--- config.mk ---
export PLATFORM = sky130hd
export DESIGN_NAME = etx_core
export DESIGN_NICKNAME = d
export VERILOG_FILES = /design/src/hdl/etx_pkg.sv /design/src/hdl/etx_core.sv /design/src/hdl/etx_fifo.sv /design/src/hdl/etx_protocol.sv /design/src/hdl/etx_serializer.sv
export SDC_FILE = /design/constraint.sdc
export NUM_CORES = 1
export LEC_CHECK = 0
export BUFFER_PORTS_ARGS = -buffer_cell sky130_fd_sc_hd__buf_4
export CORE_UTILIZATION = 61
export DETAILED_ROUTE_END_ITERATION = 16
export GPL_TIMING_DRIVEN = 0
export PLACE_DENSITY_LB_ADDON = 0.08
export RECOVER_POWER = 100
export SETUP_SLACK_MARGIN = 0.1
export SLEW_MARGIN = 20
export SYNTH_ARGS = -nofsm -noshare
export SYNTH_HDL_FRONTEND = slang
export SYNTH_SLANG_ARGS = --single-unit
--- constraint.sdc ---
create_clock -name clk -period 9.7 [get_ports clk]
set_input_delay 0.97 -clock clk [delete_from_list [all_inputs] [get_ports clk]]
set_output_delay 0.97 -clock clk [all_outputs]
set_load 0.02 [all_outputs]
--- src/hdl/etx_pkg.sv ---
package etx_pkg;

   //####################
   // Mesh packet
   //####################

   // 104 bits, MSB field first
   typedef struct packed {
      logic        write;
      logic [1:0]  datamode;
      logic [3:0]  ctrlmode;
      logic [31:0] dstaddr;
      logic [31:0] data;
      logic [31:0] srcaddr;
      // Always zero
      logic        spare;
   } emesh_packet_t;

   // Datamode for a 64-bit transfer
   localparam logic [1:0] DMODE_DOUBLE = 2'd3;

   //####################
   // Link header byte
   //####################

   // First byte of a full packet
   typedef struct packed {
      logic [3:0] ctrlmode;
      logic [1:0] datamode;
      logic       write;
      logic       zero;
   } tx_header_t;

   //####################
   // Sizes
   //####################

   // Input queue
   localparam int FIFO_DEPTH = 4;
   localparam int FIFO_AW    = 2;

   // Bytes per full packet and per burst beat
   localparam int PKT_BYTES   = 13;
   localparam int BURST_BYTES = 8;
   localparam int CNT_W       = 4;

   // Address step between burst beats
   localparam int BURST_STRIDE = 8;

endpackage

--- src/hdl/etx_core.sv ---
module etx_core
   import etx_pkg::*;
(
   input  logic          clk,
   input  logic          nreset,
   input  logic          tx_enable,
   // System side
   input  logic          etx_access,
   input  emesh_packet_t etx_packet,
   output logic          sys_wait,
   // Link side
   input  logic          io_wr_wait,
   input  logic          io_rd_wait,
   output logic          io_valid,
   output logic          io_start,
   output logic [7:0]    io_data
);

   // Queue to controller
   logic          fifo_valid;
   emesh_packet_t fifo_packet;
   logic          etx_wr_wait;
   logic          etx_rd_wait;

   // Controller to serializer
   logic          tx_access;
   logic          tx_burst;
   emesh_packet_t tx_packet;
   logic          tx_wr_wait;
   logic          tx_rd_wait;

   //####################
   // Input queue
   //####################

   etx_fifo u_etx_fifo (
      .clk         (clk),
      .nreset      (nreset),
      .etx_access  (etx_access),
      .etx_packet  (etx_packet),
      .sys_wait    (sys_wait),
      .etx_wr_wait (etx_wr_wait),
      .etx_rd_wait (etx_rd_wait),
      .fifo_valid  (fifo_valid),
      .fifo_packet (fifo_packet)
   );

   //####################
   // Protocol control
   //####################

   etx_protocol u_etx_protocol (
      .clk         (clk),
      .nreset      (nreset),
      .tx_enable   (tx_enable),
      .fifo_valid  (fifo_valid),
      .fifo_packet (fifo_packet),
      .etx_wr_wait (etx_wr_wait),
      .etx_rd_wait (etx_rd_wait),
      .tx_wr_wait  (tx_wr_wait),
      .tx_rd_wait  (tx_rd_wait),
      .tx_access   (tx_access),
      .tx_burst    (tx_burst),
      .tx_packet   (tx_packet)
   );

   //####################
   // Byte serializer
   //####################

   etx_serializer u_etx_serializer (
      .clk        (clk),
      .nreset     (nreset),
      .tx_access  (tx_access),
      .tx_burst   (tx_burst),
      .tx_packet  (tx_packet),
      .tx_wr_wait (tx_wr_wait),
      .tx_rd_wait (tx_rd_wait),
      .io_wr_wait (io_wr_wait),
      .io_rd_wait (io_rd_wait),
      .io_valid   (io_valid),
      .io_start   (io_start),
      .io_data    (io_data)
   );

endmodule

--- src/hdl/etx_fifo.sv ---
module etx_fifo
   import etx_pkg::*;
(
   input  logic          clk,
   input  logic          nreset,
   // System write side
   input  logic          etx_access,
   input  emesh_packet_t etx_packet,
   output logic          sys_wait,
   // Controller side
   input  logic          etx_wr_wait,
   input  logic          etx_rd_wait,
   output logic          fifo_valid,
   output emesh_packet_t fifo_packet
);

   // Packet storage
   emesh_packet_t      mem [FIFO_DEPTH];
   logic [FIFO_AW-1:0] wr_ptr;
   logic [FIFO_AW-1:0] rd_ptr;
   logic [FIFO_AW:0]   count;
   logic               push;
   logic               pop;
   logic               head_wait;

   //####################
   // Status
   //####################

   assign sys_wait    = (count == (FIFO_AW + 1)'(FIFO_DEPTH));
   assign fifo_valid  = (count != '0);
   assign fifo_packet = mem[rd_ptr];

   // Wait level that matches the head's kind
   assign head_wait = fifo_packet.write ? etx_wr_wait : etx_rd_wait;

   assign push = etx_access & ~sys_wait;
   assign pop  = fifo_valid & ~head_wait;

   //####################
   // Pointers
   //####################

   always_ff @(posedge clk or negedge nreset)
   begin
      if (!nreset)
      begin
         wr_ptr <= '0;
         rd_ptr <= '0;
         count  <= '0;
      end
      else
      begin
         // Pointers wrap naturally at depth 4
         if (push)
            wr_ptr <= wr_ptr + 1'b1;
         if (pop)
            rd_ptr <= rd_ptr + 1'b1;
         // Simultaneous push and pop leaves count alone
         if (push && !pop)
            count <= count + 1'b1;
         else if (pop && !push)
            count <= count - 1'b1;
      end
   end

   // Write port
   always_ff @(posedge clk)
   begin
      if (push)
         mem[wr_ptr] <= etx_packet;
   end

endmodule

--- src/hdl/etx_protocol.sv ---
module etx_protocol
   import etx_pkg::*;
(
   input  logic          clk,
   input  logic          nreset,
   input  logic          tx_enable,
   // Queue side
   input  logic          fifo_valid,
   input  emesh_packet_t fifo_packet,
   output logic          etx_wr_wait,
   output logic          etx_rd_wait,
   // Serializer side
   input  logic          tx_wr_wait,
   input  logic          tx_rd_wait,
   output logic          tx_access,
   output logic          tx_burst,
   output emesh_packet_t tx_packet
);

   logic        hold_valid;
   logic        head_wait;
   logic        load;
   // Burst history of the last packet held
   logic [31:0] last_addr;
   logic        last_burst_type;
   logic        head_burst_type;
   logic        addr_match;
   logic        burst_in;

   //####################
   // Hand-off
   //####################

   // Held packet leaves once the serializer is free for its kind
   assign tx_access = hold_valid &
                      ~(tx_packet.write ? tx_wr_wait : tx_rd_wait);

   //####################
   // Wait propagation
   //####################

   // Stuck held packet or busy serializer pushes back on the queue
   assign etx_wr_wait = ~tx_enable | (hold_valid & ~tx_access) | tx_wr_wait;
   assign etx_rd_wait = ~tx_enable | (hold_valid & ~tx_access) | tx_rd_wait;

   // Same decision the queue makes for its pop
   assign head_wait = fifo_packet.write ? etx_wr_wait : etx_rd_wait;
   assign load      = fifo_valid & ~head_wait;

   //####################
   // Burst detection
   //####################

   // 64-bit write with default ctrlmode
   assign head_burst_type = fifo_packet.write &
                            (fifo_packet.datamode == DMODE_DOUBLE) &
                            (fifo_packet.ctrlmode == 4'h0);

   // Head must sit one stride above the previous packet
   assign addr_match = (fifo_packet.dstaddr == last_addr + 32'(BURST_STRIDE));

   assign burst_in = head_burst_type & last_burst_type & addr_match;

   //####################
   // Holding register
   //####################

   always_ff @(posedge clk or negedge nreset)
   begin
      if (!nreset)
      begin
         hold_valid      <= 1'b0;
         tx_burst        <= 1'b0;
         last_burst_type <= 1'b0;
      end
      else if (load)
      begin
         // New packet replaces one going out on this edge
         hold_valid      <= 1'b1;
         tx_burst        <= burst_in;
         last_burst_type <= head_burst_type;
      end
      else if (tx_access)
      begin
         hold_valid <= 1'b0;
         tx_burst   <= 1'b0;
      end
   end

   // Payload and address history
   always_ff @(posedge clk)
   begin
      if (load)
      begin
         tx_packet <= fifo_packet;
         last_addr <= fifo_packet.dstaddr;
      end
   end

endmodule

--- src/hdl/etx_serializer.sv ---
module etx_serializer
   import etx_pkg::*;
(
   input  logic          clk,
   input  logic          nreset,
   // Controller side
   input  logic          tx_access,
   input  logic          tx_burst,
   input  emesh_packet_t tx_packet,
   output logic          tx_wr_wait,
   output logic          tx_rd_wait,
   // Link side
   input  logic          io_wr_wait,
   input  logic          io_rd_wait,
   output logic          io_valid,
   output logic          io_start,
   output logic [7:0]    io_data
);

   localparam int SR_W = PKT_BYTES * 8;

   logic [SR_W-1:0]  shift_reg;
   logic [CNT_W-1:0] count;
   tx_header_t       header;
   logic             busy;
   logic             stall;
   logic             last;
   logic             done;

   //####################
   // Header byte
   //####################

   assign header.ctrlmode = tx_packet.ctrlmode;
   assign header.datamode = tx_packet.datamode;
   assign header.write    = tx_packet.write;
   assign header.zero     = 1'b0;

   //####################
   // Byte output
   //####################

   assign busy  = (count != '0);
   assign last  = (count == CNT_W'(1));
   // Either remote wait freezes the stream
   assign stall = io_wr_wait | io_rd_wait;

   assign io_valid = busy & ~stall;
   assign io_data  = shift_reg[SR_W-1 -: 8];

   // Only a full packet starts at the full count
   assign io_start = io_valid & (count == CNT_W'(PKT_BYTES));

   // Last byte leaves on this edge
   assign done = last & io_valid;

   //####################
   // Wait to controller
   //####################

   // Stalled last byte still blocks the next load
   assign tx_wr_wait = (busy & ~done) | io_wr_wait;
   assign tx_rd_wait = (busy & ~done) | io_rd_wait;

   //####################
   // Byte counter
   //####################

   always_ff @(posedge clk or negedge nreset)
   begin
      if (!nreset)
         count <= '0;
      else if (tx_access)
      begin
         if (tx_burst)
            count <= CNT_W'(BURST_BYTES);
         else
            count <= CNT_W'(PKT_BYTES);
      end
      else if (io_valid)
         count <= count - 1'b1;
   end

   //####################
   // Shift register
   //####################

   always_ff @(posedge clk)
   begin
      if (tx_access)
      begin
         if (tx_burst)
         begin
            // Continuation carries data and source only
            shift_reg <= {tx_packet.data, tx_packet.srcaddr, 40'h0};
         end
         else
         begin
            shift_reg <= {header,
                          tx_packet.dstaddr,
                          tx_packet.data,
                          tx_packet.srcaddr};
         end
      end
      else if (io_valid)
      begin
         // MSB byte first
         shift_reg <= {shift_reg[SR_W-9:0], 8'h00};
      end
   end

endmodule

==> flow_summary_export.csv, run 1 <==
group,metric,value,unit
clock_tree,clkSinkCount,633,
logic_synthesis,syn_area_per_cell,19.0,µm²
placement,dp.cells,1969,
finish,area_delta_synth_final,13.2,%
worst_setup_path,worstPathArrival,6060,ps
logic_synthesis,synth_flop_cell,"edfxtp_1",
timing,skew,21.9,ps
floorplanning,die_w,204,µm
power_and_ir_drop,seq_power_share,49.2,%
logic_synthesis,synth_area_leaders,"edfxtp_1 75%, mux4_2 8.7%, mux2i_1 2.7%, o21ai_0 2.1%, nand2_1 1.8%",
floorplanning,die_area,41600,µm²
placement,gp_congestion,0.874,
timing,hold_ws,436,ps
power_and_ir_drop,power.internal,5.69,mW
logic_synthesis,syn_area,24900,µm²
global_routing,grt_max_degree,57,
placement,dp_hpwl,34100,µm
worst_setup_path,critical_path.most_common_cell,"clkbuf_1",
floorplanning,chipHeight,204,µm
global_routing,grt_pass1_vias,12500,
clock_tree,ctsResizeCount,0,
placement,dp_slack,5600,ps
clock_tree,clk_latency,610,ps
clock_tree,cts_tree,"built",
status,status,"finished, violations left",
clock_tree,cts_max_level,2,
logic_synthesis,synth.most_common_cell,"edfxtp_1",
power_and_ir_drop,irDropWorstVdd,187,µV
power_and_ir_drop,p_comb_share,18.1,%
clock_tree,cts_buffer_depth,3,
power_and_ir_drop,p_leak,9.08,nW
clock_tree,cts_buffers,60,
logic_synthesis,ys_ff_latch,633,
timing,setup_ws,3860,ps
finish,largest_register_ffs,412,
power_and_ir_drop,p_sw,1.93,mW
clock_tree,path_clk_slew,70,ps
logic_synthesis,synth_cell_types,61,
drt,wl,50600,µm
drt,wire_per_inst,24.3,µm
floorplanning,initial_utilization,62.2,%
worst_setup_path,end_kind,"flip-flop",
logic_synthesis,async_flop_share,2.21,%
power_and_ir_drop,p_clk_share,32.7,%
finish,nNetsFinal,1625,
global_routing,grt-ovfl-total,0,
worst_setup_path,max_stage_delay,1140,ps
worst_setup_path,crit_buf_inv,5,
worst_setup_path,ff2ff_setup_slack,3860,ps
logic_synthesis,syn_nets,1427,
drt,drtIter0Drc,1237,
clock_tree,cts-root-buf,"clkbuf_16",
worst_setup_path,critPathMaxFanout,17,
worst_setup_path,crit_family,"buffers and inverters",
timing,clock.fmax,171,MHz
drt,via_count,12600,
finish,final_cells,2080,
finish,drive_gt1_share,13.8,%
power_and_ir_drop,swShare,25.3,%
logic_synthesis,synth_common_cells,"619 x edfxtp_1, 121 x nand2_1, 102 x o21ai_0",
worst_setup_path,worst-setup-path-type,"reg2reg",
global_routing,antenna_found_initial,0,
job,cap_violations,12,
floorplanning,ios,121,
timing,finalCriticalPeriod,5840,ps
worst_setup_path,rr_endpoint,"u_etx_protocol.tx_packet[35]$_DFFE_PP_",
worst_hold_path,hp-class,"in2async",
drt,first_pass_iters,6,
floorplanning,core,40000,µm²
worst_setup_path,required,9930,ps
placement,numPortBuffers,119,
logic_synthesis,synth_largest_area_cell,"edfxtp_1",
worst_setup_path,slowest_stage,"a211oi_1",
status,violations,"capacitance limit, slew limit",
timing,worst_pin_slew,3030,ps
timing,hold_viol,0,
worst_setup_path,rr_worst_depth,9,
logic_synthesis,synth_edf_count,619,
timing,final_max_slew_viol_count,468,
logic_synthesis,yosys_warnings,0,
drt,drc,0,
global_routing,grt_pass1_wl,75700,µm
timing,rsz0062_at_grt,"false",
clock_tree,post_cts_buffers,0,
drt,via_per_inst,6.07,
logic_synthesis,ys_seq_area_share,76.1,%
logic_synthesis,yosysTopAreaCellShare,74.7,%
clock_tree,ctsHoldBuffers,0,
power_and_ir_drop,p_per_area,271,nW/µm²
floorplanning,rows,73,
global_routing,grt_use_total,25.0,%
timing,maxSlewHeadroom,-102,%
finish,postLayoutCoreUtil,70.4,%
worst_setup_path,startpoint_type,"flip-flop",
timing,fin_crit_sh,60.2,%
timing,setup_viol_count_final,0,
logic_synthesis,synthCells,1308,
drt,ant_nets,0,
worst_setup_path,path_cells,"clkbuf_1 > mux4_2 > mux2i_1 > a21oi_1 > a211oi_1 > clkbuf_1 > clkbuf_1 > clkbuf_1 > clkbuf_1",
worst_setup_path,regToRegStartpoint,"u_etx_fifo.rd_ptr[0]$_DFFE_PN0P_",
-- metrics by stage --
| stage | instance area, µm² | power, mW | setup TNS, ps |
|---|---|---|---|
| floorplan | 24900 | 4.76 | 0 |
| global placement | 26400 | 5.24 | -1070 |
| detailed placement | 26800 | 5.28 | 0 |
| CTS | 28900 | 7.77 | 0 |
| global route | 28200 | 7.90 | 0 |
| finish | 28200 | 7.62 | 0 |
-- area by class of cell --
cell class	instances	area [µm²]
clock buffer	70	1560
antenna	1	2.50
multi-input combinational	597	5560
tap	525	657
clock inverter	40	557
fill	2607	11900
buffer	69	294
inverter	9	33.8
sequential	633	18900
timing repair buffer	136	553
-- layout by cell type, fill, tap and decap left out, types with 12 or more instances in the layout --
cell,n
nand4_1,13
mux4_2,96
mux2i_1,66
xor2_1,16
clkbuf_16,61
buf_4,12
xnor2_1,28
nand2b_1,34
clkinv_2,12
edfxtp_1,619
o21ai_0,103
bufinv_16,14
clkbuf_1,191
dfrtp_1,14
nand2_1,121
-- power groups by stage --
stage	Sequential [mW]	Combinational [mW]	Clock (mW)
after floorplan	3.76	0.995	0
after global placement	3.84	1.40	0
after CTS	3.72	1.52	2.53
final	3.75	1.38	2.49
after global routing	3.79	1.50	2.62
after detailed placement	3.77	1.51	0
-- cell families (layout without fill, tap and decap cells) --
group	after synthesis	after routing	share of synthesized area, %
DFF	633	633	76.1
and+or+nand+nor	237	237	4.75
muxes	171	171	12.2
AOI/OAI and AO/OA	132	132	3.03
buffers and inverters	78	324	1.52
xor gates and xnor gates	48	48	1.93
adders and majority gates	9	9	0.483
other	0	1	0
-- routing by layer --
layer / routed length (µm) / track usage (%) / vias to the layer above / part of all wire (%)
li1: - / - / 5605 / -
met1: 21800 / 36.7 / 6469 / 43
met2: 24100 / 39.0 / 479 / 48
met3: 3760 / 5.25 / 64 / 7.4
met4: 980 / 6.32 / 0 / 1.9
met5: 0 / 0 / - / 0
-- worst max-delay path by stage --
| stage | from | end | slack [ps] | depth (start not counted) |
|---|---|---|---|---|
| after floorplan | io_rd_wait | u_etx_fifo.count[1]$_DFFE_PN0P_ | 2290 | 8 |
| after global placement | io_rd_wait | u_etx_fifo.count[1]$_DFFE_PN0P_ | -570 | 9 |
| after detailed placement | io_rd_wait | u_etx_serializer.shift_reg[29]$_DFFE_PP_ | 5600 | 10 |
| after CTS | u_etx_serializer.count[1]$_DFFE_PN0P_ | u_etx_serializer.shift_reg[79]$_DFFE_PP_ | 6080 | 11 |
| after global routing | u_etx_fifo.rd_ptr[0]$_DFFE_PN0P_ | u_etx_protocol.tx_packet[35]$_DFFE_PP_ | 3440 | 9 |
| final | u_etx_fifo.rd_ptr[0]$_DFFE_PN0P_ | u_etx_protocol.tx_packet[35]$_DFFE_PP_ | 3860 | 9 |
-- worst reg2reg max path: stages (launching register included) --
cell and delay, ps:
dfrtp_1 320, clkbuf_1 330, mux4_2 660, mux2i_1 180, a21oi_1 100, a211oi_1 1140
clkbuf_1 680, clkbuf_1 670, clkbuf_1 690, clkbuf_1 710
Power figures use the tool's default switching activity.
==> run 2: changes to the inputs <==
- ABC_AREA: default -> 1
- CORE_UTILIZATION: 61 -> 55
- clock period: 9.7 -> 5.1 ns (I/O delays scaled with it)
==> run 2 against run 1 <==
- the flow still finishes with violations (capacitance limit, slew limit)
- utilization down 6.2 points
- synthesized area up 3.6%
- cell count rose by 44%
- sequential power increased by 100%
- total power increased by 120%
- sequential cell count did not move
==> flow_summary_export.csv, run 2 <==
group,metric,value,unit
worst_setup_path,end_kind,"flip-flop",
logic_synthesis,synth_flop_cell,"edfxtp_1",
finish,final_cells,2997,
floorplanning,chipHeight,218,µm
worst_setup_path,worstPathArrival,4400,ps
timing,setup-tns-final,0,ps
finish,fillCellCount,3613,
drt,drtIter0Drc,1776,
timing,hold_ws,125,ps
drt,first_pass_iters,5,
global_routing,grt_pass1_wl,98600,µm
finish,largest_register_ffs,412,
floorplanning,die_area,47700,µm²
floorplanning,die_w,218,µm
drt,via_per_inst,5.70,
worst_setup_path,rr_endpoint,"u_etx_fifo.count[2]$_DFFE_PN0P_",
drt,ant_nets,0,
logic_synthesis,syn_area,25800,µm²
logic_synthesis,syn_nets,2262,
finish,drive_gt1_share,7.26,%
placement,dp_slack,2180,ps
clock_tree,cts_buffers,61,
worst_setup_path,regToRegStartpoint,"u_etx_fifo.rd_ptr[1]$_DFFE_PN0P_",
finish,nNetsFinal,2468,
logic_synthesis,yosysTopAreaCellShare,72.1,%
drt,wl,66200,µm
clock_tree,cts_max_level,2,
placement,dp.cells,2885,
worst_setup_path,critPathMaxFanout,10,
worst_hold_path,hp-class,"in2reg",
placement,gp_congestion,0.949,
worst_setup_path,rr_worst_depth,15,
logic_synthesis,synth_area_leaders,"edfxtp_1 72%, nand2_1 7.7%, nor2_1 3.9%, o21ai_0 3.5%, nand3_1 2.1%",
logic_synthesis,synthCells,2143,
placement,dp_hpwl,46200,µm
worst_setup_path,ff2ff_setup_slack,1210,ps
timing,maxSlewHeadroom,-12.9,%
clock_tree,cts-root-buf,"clkbuf_16",
placement,numPortBuffers,119,
floorplanning,core,45800,µm²
logic_synthesis,syn_area_per_cell,12.0,µm²
clock_tree,ctsResizeCount,0,
logic_synthesis,ys_seq_area_share,73.5,%
logic_synthesis,synth_largest_area_cell,"edfxtp_1",
timing,clock.fmax,257,MHz
finish,area_delta_synth_final,14.0,%
drt,wire_per_inst,22.1,µm
worst_setup_path,startpoint_type,"flip-flop",
global_routing,grt-ovfl-total,0,
floorplanning,ios,121,
global_routing,grt_pass1_vias,16300,
logic_synthesis,synth.most_common_cell,"edfxtp_1",
clock_tree,clkSinkCount,633,
worst_setup_path,endpoint,"u_etx_fifo.count[2]$_DFFE_PN0P_",
power_and_ir_drop,p_leak,10.6,nW
floorplanning,initial_utilization,56.3,%
logic_synthesis,synth_edf_count,619,
clock_tree,cts_tree,"built",
logic_synthesis,async_flop_share,2.21,%
logic_synthesis,synth_cell_types,36,
global_routing,antenna_found_initial,0,
timing,hold_viol,0,
timing,finalCriticalPeriod,3890,ps
worst_setup_path,critPathLaunch,"u_etx_fifo.rd_ptr[1]$_DFFE_PN0P_",
job,cap_violations,4,
status,violations,"capacitance limit, slew limit",
power_and_ir_drop,p_per_area,580,nW/µm²
power_and_ir_drop,irDropWorstVdd,378,µV
drt,via_count,17100,
timing,skew,16.4,ps
worst_setup_path,worst-setup-path-type,"reg2reg",
timing,fin_crit_sh,76.3,%
floorplanning,rows,78,
timing,rsz0062_at_grt,"false",
finish,mostFrequentLayoutCell,"edfxtp_1",
global_routing,grt_use_total,28.2,%
finish,diodes,0,
timing,worst_pin_slew,1690,ps
drt,drc,0,
clock_tree,cts_buffer_depth,3,
power_and_ir_drop,p_total,17.0,mW
timing,setup_viol_count_final,0,
finish,mostFrequentLayoutCells,"619 x edfxtp_1, 534 x nand2_1, 266 x nor2_1",
finish,multi_input_area,5830,µm²
timing,final_max_slew_viol_count,55,
finish,regArea,18900,µm²
clock_tree,clk_latency,640,ps
worst_setup_path,required,5610,ps
clock_tree,path_clk_slew,60,ps
status,status,"finished, violations left",
timing,setup_ws,1210,ps
logic_synthesis,yosys_warnings,0,
logic_synthesis,ys_ff_latch,633,
global_routing,grt_max_degree,61,
logic_synthesis,synth_common_cells,"619 x edfxtp_1, 531 x nand2_1, 266 x nor2_1",
run 2: cell count changes after synthesis, moves of 14 or more:
cell      delta
nor2_1     +257
buf_4       +14
nand2_1    +410
buf_2       +18
nand3_1     +99
nand2b_1    -34
mux2i_1     -66
o21ai_0     +78
o22ai_1     +66
mux4_2      -96
clkbuf_1    +15
inv_1       +92
xnor2_1     -26
a31oi_1     +62
run 2: cells by family after synthesis:
group,share of synthesized area [%]
AOI/OAI and AO/OA,7.25
xor gates and xnor gates,0.340
adders and majority gates,0.466
buffers and inverters,3.82
DFF,73.5
muxes,0.0437
and+or+nand+nor,14.6
run 2: how the worst min path moves through the flow:
stage                   start                         endpoint  slack (ps)  cells after the start
2_1_floorplan          nreset  u_etx_fifo.count[0]$_DFFE_PN0P_         210                      0
3_3_place_gp           nreset  u_etx_fifo.count[2]$_DFFE_PN0P_         400                      1
3_5_place_dp           nreset  u_etx_fifo.count[1]$_DFFE_PN0P_         400                      1
4_1_cts        etx_packet[40]  u_etx_fifo.mem[3][40]$_DFFE_PP_          30                      1
5_1_grt        etx_packet[36]  u_etx_fifo.mem[0][36]$_DFFE_PP_         110                      1
6_report       etx_packet[43]  u_etx_fifo.mem[0][43]$_DFFE_PP_         130                      1
run 2: per-stage QoR:
step	instance area, µm²	util [%]
finish	29400	64.2
detailed placement	28000	61.1
global placement	27400	59.9
floorplan	25800	-
CTS	30000	65.6
global route	29400	64.2
run 2: worst max-delay path, stage by stage (launching register included):
cell and delay, ps:
dfrtp_1 360, clkbuf_1 280, inv_1 320, clkbuf_1 510
o211ai_2 160, nand2_1 320, nand2_1 100, nand2_1 80
nor2_1 40, nand2_1 440, ha_1 250, inv_1 80
fa_1 430, a21oi_1 150, o21ai_0 110, xor2_1 150
run 2: layout make-up:
type                       instances  share of cell area, %
clock buffer                      75                   5.45
tap                              600                   2.55
timing repair buffer             143                   3.07
inverter                         108                   1.40
multi-input combinational       1288                   19.8
clock inverter                    36                   1.44
sequential                       633                   64.4
buffer                           114                   1.82
run 2: what timing repair did:
| item | in CTS | in global routing |
|---|---|---|
| hold endpoints to repair | 14 | 0 |
| buffers inserted | 0 | 0 |
| hold buffers | 1 | 0 |
run 2: report_power, final:
group / internal [mW] / total (mW) / leakage (nW) / switching [mW]
combinational: 1.37 / 4.82 / 3.82 / 3.46
clock: 2.64 / 4.58 / 0.976 / 1.94
sequential: 7.17 / 7.63 / 5.86 / 0.457
total: 11.2 / 17.0 / 10.6 / 5.85
run 2: routing by layer:
layer	share of wire, %	wire length (µm)	vias up	GRT usage (%)
met1	45	29900	8367	43.1
met2	45	29800	671	42.2
li1	-	-	7952	-
met5	0	0	-	0
met4	2.3	1540	0	8.34
met3	7.5	4980	103	3.88
